$ cat src/stream_pkg.sv
/* shared constants of the wishbone stream accelerator
   channel slots are 8 bytes wide, with the input slots starting at ISTREAM_BASE
   the output slots follow the last input slot */
package stream_pkg;

  ////////////////////////////////////////////////////////////
  // data path
  ////////////////////////////////////////////////////////////

  // width of bus words and of stream messages
  localparam int DATA_W = 32;

  ////////////////////////////////////////////////////////////
  // address map
  ////////////////////////////////////////////////////////////

  // status word of input channel 0
  localparam logic [DATA_W-1:0] ISTREAM_BASE = 32'h3000_0000;

  // byte stride between channel slots
  localparam int SLOT_BYTES = 8;

  // address bits below the channel index
  localparam int SLOT_SHIFT = $clog2(SLOT_BYTES);

  ////////////////////////////////////////////////////////////
  // register offsets inside a slot
  ////////////////////////////////////////////////////////////

  // status word
  // input side reads queue-can-accept, output side reads queue-holds-data
  localparam logic [SLOT_SHIFT-1:0] OFS_STATUS = SLOT_SHIFT'(0);

  // data word
  // write pushes a sample in, read pops a result out
  localparam logic [SLOT_SHIFT-1:0] OFS_DATA = SLOT_SHIFT'(4);

endpackage

$ cat src/stream_accum_stage.sv
/* one-entry pipeline stage keeping a running sum of its input
   the sum wraps modulo 2**DATA_W and only reset clears it */
`timescale 1ns/1ns

module stream_accum_stage import stream_pkg::*; (
  input  logic              clk,
  input  logic              rst_n_i,

  // samples in
  input  logic              in_val_i,
  input  logic [DATA_W-1:0] in_data_i,
  output logic              in_rdy_o,

  // running sums out
  output logic              out_val_o,
  output logic [DATA_W-1:0] out_data_o,
  input  logic              out_rdy_i
);

  logic [DATA_W-1:0] sum_r;
  logic [DATA_W-1:0] sum_next;
  logic              out_val_r;
  logic              take_in;

  ////////////////////////////////////////////////////////////
  // handshake
  ////////////////////////////////////////////////////////////

  // free when empty or when the held item leaves this cycle
  assign in_rdy_o = !out_val_r || out_rdy_i;
  assign take_in  = in_val_i && in_rdy_o;

  ////////////////////////////////////////////////////////////
  // accumulator
  ////////////////////////////////////////////////////////////

  assign sum_next = sum_r + in_data_i;

  // the sum register doubles as the output item
  // it only moves when a new sample is taken
  always_ff @(posedge clk) begin
    if (!rst_n_i) begin
      sum_r     <= '0;
      out_val_r <= 1'b0;
    end else begin
      if (take_in) begin
        sum_r     <= sum_next;
        out_val_r <= 1'b1;
      end else if (out_rdy_i) begin
        out_val_r <= 1'b0;
      end
    end
  end

  assign out_val_o  = out_val_r;
  assign out_data_o = sum_r;

  // a stalled item keeps its value until taken
  a_out_stable: assert property (@(posedge clk) disable iff (!rst_n_i)
    (out_val_o && !out_rdy_i) |=> $stable(out_data_o));

endmodule

$ cat src/stream_clip_stage.sv
/* one-entry pipeline stage clamping a signed input to +/- p_clip_limit
   p_clip_limit must be positive and fit in DATA_W-1 bits */
`timescale 1ns/1ns

module stream_clip_stage import stream_pkg::*; #(
  parameter int p_clip_limit = 1000
) (
  input  logic              clk,
  input  logic              rst_n_i,

  input  logic              in_val_i,
  input  logic [DATA_W-1:0] in_data_i,
  output logic              in_rdy_o,

  output logic              out_val_o,
  output logic [DATA_W-1:0] out_data_o,
  input  logic              out_rdy_i
);

  localparam logic signed [DATA_W-1:0] c_hi = DATA_W'(p_clip_limit);
  localparam logic signed [DATA_W-1:0] c_lo = -c_hi;

  logic signed [DATA_W-1:0] in_s;
  logic signed [DATA_W-1:0] clipped;
  logic [DATA_W-1:0]        out_data_r;
  logic                     out_val_r;
  logic                     take_in;

  assign in_rdy_o = !out_val_r || out_rdy_i;
  assign take_in  = in_val_i && in_rdy_o;

  // saturation
  assign in_s    = $signed(in_data_i);
  assign clipped = (in_s > c_hi) ? c_hi :
                   (in_s < c_lo) ? c_lo : in_s;

  always_ff @(posedge clk) begin
    if (!rst_n_i) begin
      out_val_r <= 1'b0;
    end else if (take_in) begin
      out_val_r <= 1'b1;
    end else if (out_rdy_i) begin
      out_val_r <= 1'b0;
    end
  end

  // held item
  always_ff @(posedge clk) begin
    if (take_in) begin
      out_data_r <= clipped;
    end
  end

  assign out_val_o  = out_val_r;
  assign out_data_o = out_data_r;

  a_out_stable: assert property (@(posedge clk) disable iff (!rst_n_i)
    (out_val_o && !out_rdy_i) |=> $stable(out_data_o));

endmodule

$ cat src/stream_fifo.sv
/* valid/ready queue of DATA_W messages, p_depth must be at least 1
   enqueue and dequeue can fire in the same cycle, also when full
   deq_data_o only carries a message while deq_val_o is high */
`timescale 1ns/1ns

module stream_fifo import stream_pkg::*; #(
  parameter int p_depth = 2
) (
  input  logic              clk,
  input  logic              rst_n_i,

  input  logic              enq_val_i,
  input  logic [DATA_W-1:0] enq_data_i,
  output logic              enq_rdy_o,

  output logic              deq_val_o,
  output logic [DATA_W-1:0] deq_data_o,
  input  logic              deq_rdy_i
);

  localparam int c_ptr_w = (p_depth > 1) ? $clog2(p_depth) : 1;
  localparam int c_cnt_w = $clog2(p_depth + 1);
  localparam logic [c_ptr_w-1:0] c_last = c_ptr_w'(p_depth - 1);
  localparam logic [c_cnt_w-1:0] c_full = c_cnt_w'(p_depth);

  logic [DATA_W-1:0]  mem_r [p_depth];
  logic [c_ptr_w-1:0] wr_ptr_r;
  logic [c_ptr_w-1:0] rd_ptr_r;
  logic [c_cnt_w-1:0] cnt_r;
  logic               do_enq;
  logic               do_deq;

  // a full queue still takes a message when the head leaves this cycle
  assign enq_rdy_o  = (cnt_r != c_full) || deq_rdy_i;
  assign deq_val_o  = (cnt_r != '0);
  assign deq_data_o = mem_r[rd_ptr_r];

  assign do_enq = enq_val_i && enq_rdy_o;
  assign do_deq = deq_val_o && deq_rdy_i;

  // storage
  always_ff @(posedge clk) begin
    if (do_enq) begin
      mem_r[wr_ptr_r] <= enq_data_i;
    end
  end

  // pointers and occupancy
  always_ff @(posedge clk) begin
    if (!rst_n_i) begin
      wr_ptr_r <= '0;
      rd_ptr_r <= '0;
      cnt_r    <= '0;
    end else begin
      if (do_enq) begin
        wr_ptr_r <= (wr_ptr_r == c_last) ? '0 : wr_ptr_r + 1'b1;
      end
      if (do_deq) begin
        rd_ptr_r <= (rd_ptr_r == c_last) ? '0 : rd_ptr_r + 1'b1;
      end
      case ({do_enq, do_deq})
        2'b10:   cnt_r <= cnt_r + 1'b1;
        2'b01:   cnt_r <= cnt_r - 1'b1;
        default: cnt_r <= cnt_r;
      endcase
    end
  end

  // occupancy stays within the storage
  a_cnt_bound: assert property (@(posedge clk) disable iff (!rst_n_i)
    cnt_r <= c_full);

endmodule

$ cat src/wb_stream_bridge.sv
/* wishbone slave with the stream address map, ack is always high
   no error, retry, byte select or burst support
   a write to a full input queue is dropped without notice */
`timescale 1ns/1ns

module wb_stream_bridge import stream_pkg::*; #(
  parameter int p_num_chan = 2,
  parameter int p_num_msgs = 2
) (
  input  logic                  clk,
  input  logic                  rst_n_i,

  // wishbone slave
  input  logic                  wbs_cyc_i,
  input  logic                  wbs_stb_i,
  input  logic                  wbs_we_i,
  input  logic [DATA_W-1:0]     wbs_adr_i,
  input  logic [DATA_W-1:0]     wbs_dat_i,
  output logic                  wbs_ack_o,
  output logic [DATA_W-1:0]     wbs_dat_o,

  // toward the pipelines
  output logic [p_num_chan-1:0] in_val_o,
  output logic [DATA_W-1:0]     in_data_o [p_num_chan],
  input  logic [p_num_chan-1:0] in_rdy_i,

  // back from the pipelines
  input  logic [p_num_chan-1:0] out_val_i,
  input  logic [DATA_W-1:0]     out_data_i [p_num_chan],
  output logic [p_num_chan-1:0] out_rdy_o
);

  localparam int c_chan_w = (p_num_chan > 1) ? $clog2(p_num_chan) : 1;
  localparam logic [DATA_W-1:0] c_span = DATA_W'(p_num_chan * SLOT_BYTES);
  localparam logic [DATA_W-1:0] c_ostream_base = ISTREAM_BASE + c_span;

  ////////////////////////////////////////////////////////////
  // address decoder
  ////////////////////////////////////////////////////////////

  logic                xfer;
  logic [DATA_W-1:0]   in_rel;
  logic [DATA_W-1:0]   out_rel;
  logic                in_hit;
  logic                out_hit;
  logic [c_chan_w-1:0] in_idx;
  logic [c_chan_w-1:0] out_idx;
  logic                rd_in_status;
  logic                wr_in_data;
  logic                rd_out_status;
  logic                rd_out_data;

  assign xfer = wbs_cyc_i && wbs_stb_i;

  // addresses below a base wrap to large offsets and miss the span
  assign in_rel  = wbs_adr_i - ISTREAM_BASE;
  assign out_rel = wbs_adr_i - c_ostream_base;
  assign in_hit  = (in_rel < c_span);
  assign out_hit = (out_rel < c_span);

  assign in_idx  = in_rel[SLOT_SHIFT +: c_chan_w];
  assign out_idx = out_rel[SLOT_SHIFT +: c_chan_w];

  assign rd_in_status  = xfer && !wbs_we_i && in_hit
                         && (in_rel[SLOT_SHIFT-1:0] == OFS_STATUS);
  assign wr_in_data    = xfer && wbs_we_i && in_hit
                         && (in_rel[SLOT_SHIFT-1:0] == OFS_DATA);
  assign rd_out_status = xfer && !wbs_we_i && out_hit
                         && (out_rel[SLOT_SHIFT-1:0] == OFS_STATUS);
  assign rd_out_data   = xfer && !wbs_we_i && out_hit
                         && (out_rel[SLOT_SHIFT-1:0] == OFS_DATA);

  ////////////////////////////////////////////////////////////
  // per-channel queues
  ////////////////////////////////////////////////////////////

  logic [p_num_chan-1:0] in_enq_val;
  logic [p_num_chan-1:0] in_enq_rdy;
  logic [p_num_chan-1:0] out_deq_val;
  logic [p_num_chan-1:0] out_deq_rdy;
  logic [DATA_W-1:0]     out_deq_data [p_num_chan];

  for (genvar k = 0; k < p_num_chan; k++) begin : g_chan
    assign in_enq_val[k]  = wr_in_data && (in_idx == k);
    // pop on the data read itself, the fifo ignores it when empty
    assign out_deq_rdy[k] = rd_out_data && (out_idx == k);

    stream_fifo #(
      .p_depth    (p_num_msgs)
    ) u_in_fifo (
      .clk        (clk),
      .rst_n_i    (rst_n_i),
      .enq_val_i  (in_enq_val[k]),
      .enq_data_i (wbs_dat_i),
      .enq_rdy_o  (in_enq_rdy[k]),
      .deq_val_o  (in_val_o[k]),
      .deq_data_o (in_data_o[k]),
      .deq_rdy_i  (in_rdy_i[k])
    );

    stream_fifo #(
      .p_depth    (p_num_msgs)
    ) u_out_fifo (
      .clk        (clk),
      .rst_n_i    (rst_n_i),
      .enq_val_i  (out_val_i[k]),
      .enq_data_i (out_data_i[k]),
      .enq_rdy_o  (out_rdy_o[k]),
      .deq_val_o  (out_deq_val[k]),
      .deq_data_o (out_deq_data[k]),
      .deq_rdy_i  (out_deq_rdy[k])
    );
  end

  ////////////////////////////////////////////////////////////
  // read data and ack
  ////////////////////////////////////////////////////////////

  always_comb begin
    wbs_dat_o = '0;
    if (rd_in_status) begin
      wbs_dat_o = DATA_W'(in_enq_rdy[in_idx]);
    end else if (rd_out_status) begin
      wbs_dat_o = DATA_W'(out_deq_val[out_idx]);
    end else if (rd_out_data && out_deq_val[out_idx]) begin
      wbs_dat_o = out_deq_data[out_idx];
    end
  end

  assign wbs_ack_o = 1'b1;

  // the two address windows and offsets never overlap
  a_one_decode: assert property (@(posedge clk) disable iff (!rst_n_i)
    $onehot0({rd_in_status, wr_in_data, rd_out_status, rd_out_data}));

endmodule

$ cat src/wb_stream_top.sv
/* wishbone stream accelerator, one accumulate and clip pipeline per channel
   with nothing blocked a written sample shows in the output status 4 cycles later */
`timescale 1ns/1ns

module wb_stream_top import stream_pkg::*; #(
  parameter int p_num_chan   = 2,
  parameter int p_num_msgs   = 2,
  parameter int p_clip_limit = 1000
) (
  input  logic              clk,
  input  logic              rst_n_i,

  input  logic              wbs_cyc_i,
  input  logic              wbs_stb_i,
  input  logic              wbs_we_i,
  input  logic [DATA_W-1:0] wbs_adr_i,
  input  logic [DATA_W-1:0] wbs_dat_i,
  output logic              wbs_ack_o,
  output logic [DATA_W-1:0] wbs_dat_o
);

  // bridge to accumulate
  logic [p_num_chan-1:0] in_val;
  logic [DATA_W-1:0]     in_data [p_num_chan];
  logic [p_num_chan-1:0] in_rdy;

  // accumulate to clip
  logic [p_num_chan-1:0] mid_val;
  logic [DATA_W-1:0]     mid_data [p_num_chan];
  logic [p_num_chan-1:0] mid_rdy;

  // clip to bridge
  logic [p_num_chan-1:0] out_val;
  logic [DATA_W-1:0]     out_data [p_num_chan];
  logic [p_num_chan-1:0] out_rdy;

  wb_stream_bridge #(
    .p_num_chan (p_num_chan),
    .p_num_msgs (p_num_msgs)
  ) u_bridge (
    .clk        (clk),
    .rst_n_i    (rst_n_i),
    .wbs_cyc_i  (wbs_cyc_i),
    .wbs_stb_i  (wbs_stb_i),
    .wbs_we_i   (wbs_we_i),
    .wbs_adr_i  (wbs_adr_i),
    .wbs_dat_i  (wbs_dat_i),
    .wbs_ack_o  (wbs_ack_o),
    .wbs_dat_o  (wbs_dat_o),
    .in_val_o   (in_val),
    .in_data_o  (in_data),
    .in_rdy_i   (in_rdy),
    .out_val_i  (out_val),
    .out_data_i (out_data),
    .out_rdy_o  (out_rdy)
  );

  ////////////////////////////////////////////////////////////
  // per-channel pipelines
  ////////////////////////////////////////////////////////////

  for (genvar k = 0; k < p_num_chan; k++) begin : g_pipe
    stream_accum_stage u_accum (
      .clk        (clk),
      .rst_n_i    (rst_n_i),
      .in_val_i   (in_val[k]),
      .in_data_i  (in_data[k]),
      .in_rdy_o   (in_rdy[k]),
      .out_val_o  (mid_val[k]),
      .out_data_o (mid_data[k]),
      .out_rdy_i  (mid_rdy[k])
    );

    stream_clip_stage #(
      .p_clip_limit (p_clip_limit)
    ) u_clip (
      .clk        (clk),
      .rst_n_i    (rst_n_i),
      .in_val_i   (mid_val[k]),
      .in_data_i  (mid_data[k]),
      .in_rdy_o   (mid_rdy[k]),
      .out_val_o  (out_val[k]),
      .out_data_o (out_data[k]),
      .out_rdy_i  (out_rdy[k])
    );
  end

endmodule
$ cat config.mk
export PLATFORM = sky130hd
export DESIGN_NAME = wb_stream_top
export DESIGN_NICKNAME = d
export VERILOG_FILES = /design/src/stream_pkg.sv /design/src/stream_accum_stage.sv /design/src/stream_clip_stage.sv /design/src/stream_fifo.sv /design/src/wb_stream_bridge.sv /design/src/wb_stream_top.sv
export SDC_FILE = /design/constraint.sdc
export NUM_CORES = 1
export LEC_CHECK = 0
export BUFFER_PORTS_ARGS = -buffer_cell sky130_fd_sc_hd__buf_2
export CAP_MARGIN = 10
export CORE_MARGIN = 1
export CORE_UTILIZATION = 58
export CTS_BUF_LIST = sky130_fd_sc_hd__clkbuf_4
export DETAILED_ROUTE_END_ITERATION = 8
export HOLD_SLACK_MARGIN = 0.1
export PLACE_DENSITY = 0.85
export SLEW_MARGIN = 20
export SYNTH_ARGS = -nofsm -noshare
export SYNTH_HDL_FRONTEND = slang
export SYNTH_SLANG_ARGS = --single-unit
$ cat constraint.sdc
create_clock -name clk -period 5.62 [get_ports clk]
set_input_delay 0.281 -clock clk [delete_from_list [all_inputs] [get_ports clk]]
set_output_delay 0.281 -clock clk [all_outputs]
set_load 0.02 [all_outputs]
======== After elaboration in Yosys (flattened, before gate mapping) ========
Memory sizes are Yosys's and may differ from the RTL's. A register that Yosys moved wholly into a read port is not among the register bits.
Cells that the tools add are included.
storage, ports and cells
  bits in registers ....................... 148
  latch bits .............................. 0
  RAM bits ................................ 256
  memory bits (read-only) ................. 0
  input port bits ......................... 69
  output and inout bits ................... 33
  word-level logic and storage cells ...... 174
  memories ................................ 4
memory list
  name                                 words  bits a word  read ports  clocked after Yosys merged registers in  wr ports  line               text
  u_bridge.g_chan[0].u_in_fifo.mem_r   2      32           1           1                                        1         stream_fifo.sv:26  logic [DATA_W-1:0] mem_r [p_depth];
  u_bridge.g_chan[0].u_out_fifo.mem_r  2      32           1           1                                        1         stream_fifo.sv:26
  u_bridge.g_chan[1].u_in_fifo.mem_r   2      32           1           1                                        1         stream_fifo.sv:26
  u_bridge.g_chan[1].u_out_fifo.mem_r  2      32           1           1                                        1         stream_fifo.sv:26
operators by class
  $add $sub $neg .......................... 20
  multipliers ............................. 0
  div/mod/pow operators ................... 0
  order comparisons ....................... 9
  equality and inequality tests ........... 14
  shift operators ......................... 0
  muxes and demuxes ....................... 48
  bitwise operators ....................... 3
  reductions and logical operators ........ 54
operators with widths
  cell                      number
  $mux W32                  8
  $add A32 B32 Y32          2
  $gt A32 B11 Y1 const B    2
  $lt A32 B11 Y1 const B    2
  $lt A32 B5 Y1 const B     2
  $sub A32 B30 Y32 const B  2
  $mux W1                   36
  $logic_and A1 B1 Y1       25
  $reduce_bool A2 Y1        12
  $pmux W2 S2               4
  $add A1 B1 Y1 const B     8
  $add A2 B1 Y2 const B     4
  $eq A2 B1 Y1 const B      4
  $eq A2 B2 Y1 const B      4
  $logic_or A1 B1 Y1        8
  $ne A2 B2 Y1 const B      4
  $sub A2 B1 Y2 const B     4
  $eq A3 B3 Y1 const B      2
  $logic_not A3 Y1          2
  $logic_not A1 Y1          5
  $lt A1 B2 Y1 const B      2
  $reduce_or A2 Y1          2
  $ge A2 B2 Y1 const B      1
  $not A1 Y1                2
  $not A1 Y2                1

======== Depth between registers and ports, before layout ========
  depth after elaboration ................. 12
  depth in mapped cells ................... 15
  depth with buffers taken out ............ 13

======== Cells and area by module ========
From an unflattened synthesis, not the netlist that was laid out.
unflattened totals
  cells, all modules ...................... 1650
  area total of the unflattened synthesis .. 19835.3 µm²
by module, submodules not included
  module                                  times used  cells each  area an instance (µm²)  seq. area each (µm²)
  stream_fifo                             4           124         2536.2                  2021.9
  stream_accum_stage (g_pipe[1].u_accum)  1           394         2999.1                  660.6
  stream_accum_stage (g_pipe[0].u_accum)  1           394         2965.3                  660.6
  stream_clip_stage                       2           124         1456.4                  980.9
  wb_stream_bridge                        1           118         813.3                   0.0

======== Worst setup path after synthesis ========
Ideal clock, no wire load.
  kind .................................... input to register
  start ................................... in wbs_adr_i[17]
  end ..................................... mem u_bridge.g_chan[0].u_in_fifo.mem_r[0][0] (enable)
  library setup time ...................... 0.421 ns
  arrival ................................. 3.929 ns
  data required time ...................... 5.199 ns
  setup slack ............................. 1.270 ns
  stages on the path ...................... 10
  path buffers ............................ 2
  cell sequence ........................... or4_1 > buf_2 > nor4_1 > xor2_1 > nor4b_1 > a31oi_1 > and3b_1 > or3b_1 > clkbuf_1 > nor2_1
on the way
  cells in the longest elaborated chain, start to end .. 12
  elaborated cells on any way between the ends .. 17
  those cells by class .................... 2 x add/sub; 2 x order compare; 2 x mux; 11 x reduce/logical
ends and longest elaborated chain
  what                             line                      text
  start, declared                  wb_stream_top.sv:16       input logic [DATA_W-1:0] wbs_adr_i,
  $sub A32 B30 Y32                 wb_stream_bridge.sv:57    assign out_rel = wbs_adr_i - c_ostream_base;
  $lt A32 B5 Y1                    wb_stream_bridge.sv:59    assign out_hit = (out_rel < c_span);
  $logic_and A1 B1 Y1              wb_stream_bridge.sv:70    assign rd_out_data = xfer && !wbs_we_i && out_hit
  $logic_and A1 B1 Y1              wb_stream_bridge.sv:71    && (out_rel[SLOT_SHIFT-1:0] == OFS_DATA);
  $logic_and A1 B1 Y1              wb_stream_bridge.sv:86    assign out_deq_rdy[k] = rd_out_data && (out_idx == k);
  $logic_or A1 B1 Y1               stream_fifo.sv:34         assign enq_rdy_o = (cnt_r != c_full) || deq_rdy_i;
  $logic_or A1 B1 Y1               stream_clip_stage.sv:29   assign in_rdy_o = !out_val_r || out_rdy_i;
  $logic_or A1 B1 Y1               stream_accum_stage.sv:30  assign in_rdy_o = !out_val_r || out_rdy_i;
  $logic_or A1 B1 Y1               stream_fifo.sv:34
  $logic_and A1 B1 Y1 *            stream_fifo.sv:38         assign do_enq = enq_val_i && enq_rdy_o;
  $mux W1 *                        stream_fifo.sv:43         if (do_enq) begin
  $mux W1 (implied by the code) *  stream_fifo.sv:44         mem_r[wr_ptr_r] <= enq_data_i;
  end, declared                    stream_fifo.sv:26
Mark *: on every way between the ends. The rest lies on a longest branch, timed or not.

==> run metrics <==
status completed; largest net degree at the start of global routing between 70 and 80; Cells on Worst Hold Path 4; Total Neg Setup Slack 0 ps; first-pass GRT wire length 69430 microns; maximum fanout along the worst path 18; ys async rst share 0; nets between 1500 and 2000; Peak VDD IR around 0.2 mV; crit-path cells mux2_2 > ha_1 > inv_1 > fa_1 > nand2b_1 > a21oi_1 > o2111ai_1 > a211oi_1 > o21ai_0 > a21oi_1 > o21ai_0 > o41a_1 > a31oi_1; dpl cells 2049; Worst setup EP type register; initial antenna violation count 2; Register Area about 11000 sq um; IO buf count 100; final antenna-violating net count 0; Core ar. 31800 sq um; CTS sink count 408; final setup margin 1266 ps; non-filler cells, final 2266; RSZ-0062 raised after global routing no; Gate Count Post-Synth 1570; period utilization 0.7748; sequential element share of the synthesized area 0.6011; initial core utilization 0.5949; fraction of layout instances using a drive strength above 1 0.1935; required time at the worst-slack endpoint 6260 ps; Die W 182.6 microns; initial drt markers 1347; Tmin final roughly 4400 ps; clock transition at the registers of the reported paths 70 ps; area taken by multi-input logic gates 7209 sq um; final core utilization 0.6743; pre-CTS WS 1347 ps; CP Class reg -> reg; DR vias/cell roughly 6; delay-heaviest family, CP compound AO/OA/AOI/OAI gates; Max clock buf depth 3; fillers 2270; Mapped Avg Cell Area about 12 sq um; Slew Limit Fails 0; Post-DP HPWL 31100 microns; number of synthesized register bits 408; vias ~13000; Die ar. 33340 sq um; Area Growth Syn to Fin 13.34%; Post-synth EDFFs 320; Hold Fails Final Rpt 0; H-tree depth 3; Mapped Nets 1709; Synth cell types 74; io pins 102; Rel. slew slack 0.3029; Slew @ Worst Pin 1043 ps; critical path arrival 5000 ps; Cell Rows 65; routed wire length per instance 20.11 microns; Post-CTS Setup Repair Bufs 0; First-pass DRT Iterations 6; slowest stage delay, CP 990 ps; final number of setup-violating endpoints 0; Die Height 182.6 microns; GRT Util Overall 0.2740; Residual DRC 0; CTS Hold Buffers Added 33; PwrDens 266.5 nW/um^2; Max Clk Rate 229.7 MHz; critical path depth in cells 13; Synth Flop Type edfxtp_1; WL final approximately 46000 microns; post-CTS sizing 0; startpoint types register; CTS tree done; grt ovf 0; hold slack around 200 ps; CTS buffer count 98; Syn Std Cell Area 18920 sq um; GPL Wtd Cong 0.9138; R2R cell count 13; Pleak just under 8 nW; Clock Latency Late Sink 750 ps; Hold Crit Class in -> reg; Slowest cell on crit path dfxtp_1; root buffer cell clkbuf_4; maxcap violations 0; Bufs and invs on worst path 1; Final Skew 51.44 ps; synth warn 0; hold path start wbs_adr_i[2]; vias in the first global route 13050
==> flip-flops by register name, indices dropped and copies added, names as in the netlist, 4 cells and up, named ones only <==
name / count
u_bridge.g_chan.u_in_fifo.mem_r: 128
u_bridge.g_chan.u_out_fifo.mem_r: 128
g_pipe.u_clip.out_data_o: 64
g_pipe.u_accum.out_data_o: 64
u_bridge.g_chan.u_out_fifo.cnt_r: 4
u_bridge.g_chan.u_in_fifo.cnt_r: 4
==> placed cells by master (no fill, tap or decap), types with 13 or more instances in the layout <==
cell type / instances
or3_1: 18
a21o_1: 39
nor4_1: 15
nor2b_1: 37
dfxtp_1: 86
clkbuf_4: 141
clkinv_1: 30
ha_1: 68
mux2_2: 61
nor3_1: 28
xor2_1: 23
a21oi_1: 91
dlygate4sd3_1: 33
nand2_1: 124
o21a_1: 13
and3_1: 20
o21ai_0: 41
mux2i_1: 43
inv_1: 26
a211oi_1: 76
buf_2: 100
buf_4: 14
nand3_1: 28
nor2_1: 154
a31oi_1: 15
nand4_1: 19
edfxtp_1: 320
xnor2_1: 30
==> synth_stat cells (19+ instances only) <==
cell type,instances,area [sq um]
clkbuf_1,52,195.2
nor3_1,28,140.1
nand4_1,19,118.9
xor2_1,23,201.4
a211oi_1,76,570.6
ha_1,68,850.8
nand2_1,124,465.5
mux2i_1,43,430.4
mux2_2,61,686.9
a21o_1,39,292.8
o21ai_0,41,205.2
inv_1,27,101.4
dfxtp_1,88,1762
edfxtp_1,320,9609
xnor2_1,30,262.8
nor2b_1,39,244.0
nand3_1,28,140.1
and3_1,20,125.1
nor2_1,160,600.6
a21oi_1,93,465.5
==> final cells by class <==
cell class,instances,area share
Antenna cell,2,0.0002334
Clock buffer,141,0.04937
Timing Repair Buffer,147,0.04365
Tap cell,435,0.02538
Clock inverter,41,0.009803
Multi-Input combinational cell,1064,0.3362
Sequential cell,408,0.5304
Inverter,28,0.004902
==> layer usage <==
metal,vias to the layer above,wire length (microns),GRT usage
met3,141,3804,0.05049
met5,-,0,0
li1,6339,-,-
met4,0,2346,0.1624
met2,678,20980,0.4342
met1,6304,18430,0.3534
==> worst reg2reg max path: cells and delay by family, from the launching register on <==
family / cells / cell delay (ps)
buf+inv: 1 / 80
fa+ha+maj: 2 / 580
simple gates: 1 / 200
flops: 1 / 990
compound gates: 8 / 2120
mux: 1 / 320
==> kinds of logic (layout without fill, tap and decap cells) <==
kind of cell | Yosys count | in the layout | share of synthesized area
adder cells (fa/ha/maj) | 70 | 70 | 0.04709
flip-flops | 408 | 408 | 0.6011
buffers and inverters | 98 | 357 | 0.02116
multiplexers | 104 | 104 | 0.05906
AND/OR/NAND/NOR | 508 | 508 | 0.1321
AO/OA/AOI/OAI | 328 | 328 | 0.1148
XOR/XNOR | 53 | 53 | 0.02454
other | 1 | 3 | 0.0001982
==> final timing paths <==
check             slack [ps]                                                    to
setup / recovery        1270         g_pipe[1].u_accum.out_data_o[30]$_SDFFE_PN0P_
hold / removal           200                                              register
setup reg to reg        1270         g_pipe[1].u_accum.out_data_o[30]$_SDFFE_PN0P_
hold reg to reg          410  u_bridge.g_chan[0].u_out_fifo.mem_r[1][24]$_DFFE_PP_
==> power breakdown <==
group,total [mW],leakage (nW),switching (mW),internal (mW)
sequential,3.22,3.49,0.00000000149,3.22
clock,2.39,0.747,1.17,1.22
combinational,0.105,3.62,0.0656,0.0394
total,5.71,7.85,1.24,4.48
==> per-stage QoR <==
stage,cell area (sq um),power (mW)
after detailed placement,19820,3.370
after CTS,21420,5.740
final,21440,5.714
after global placement,19820,3.368
after floorplan,18920,3.317
after global routing,21440,5.912
No activity file was read; power rests on OpenSTA's default activity.
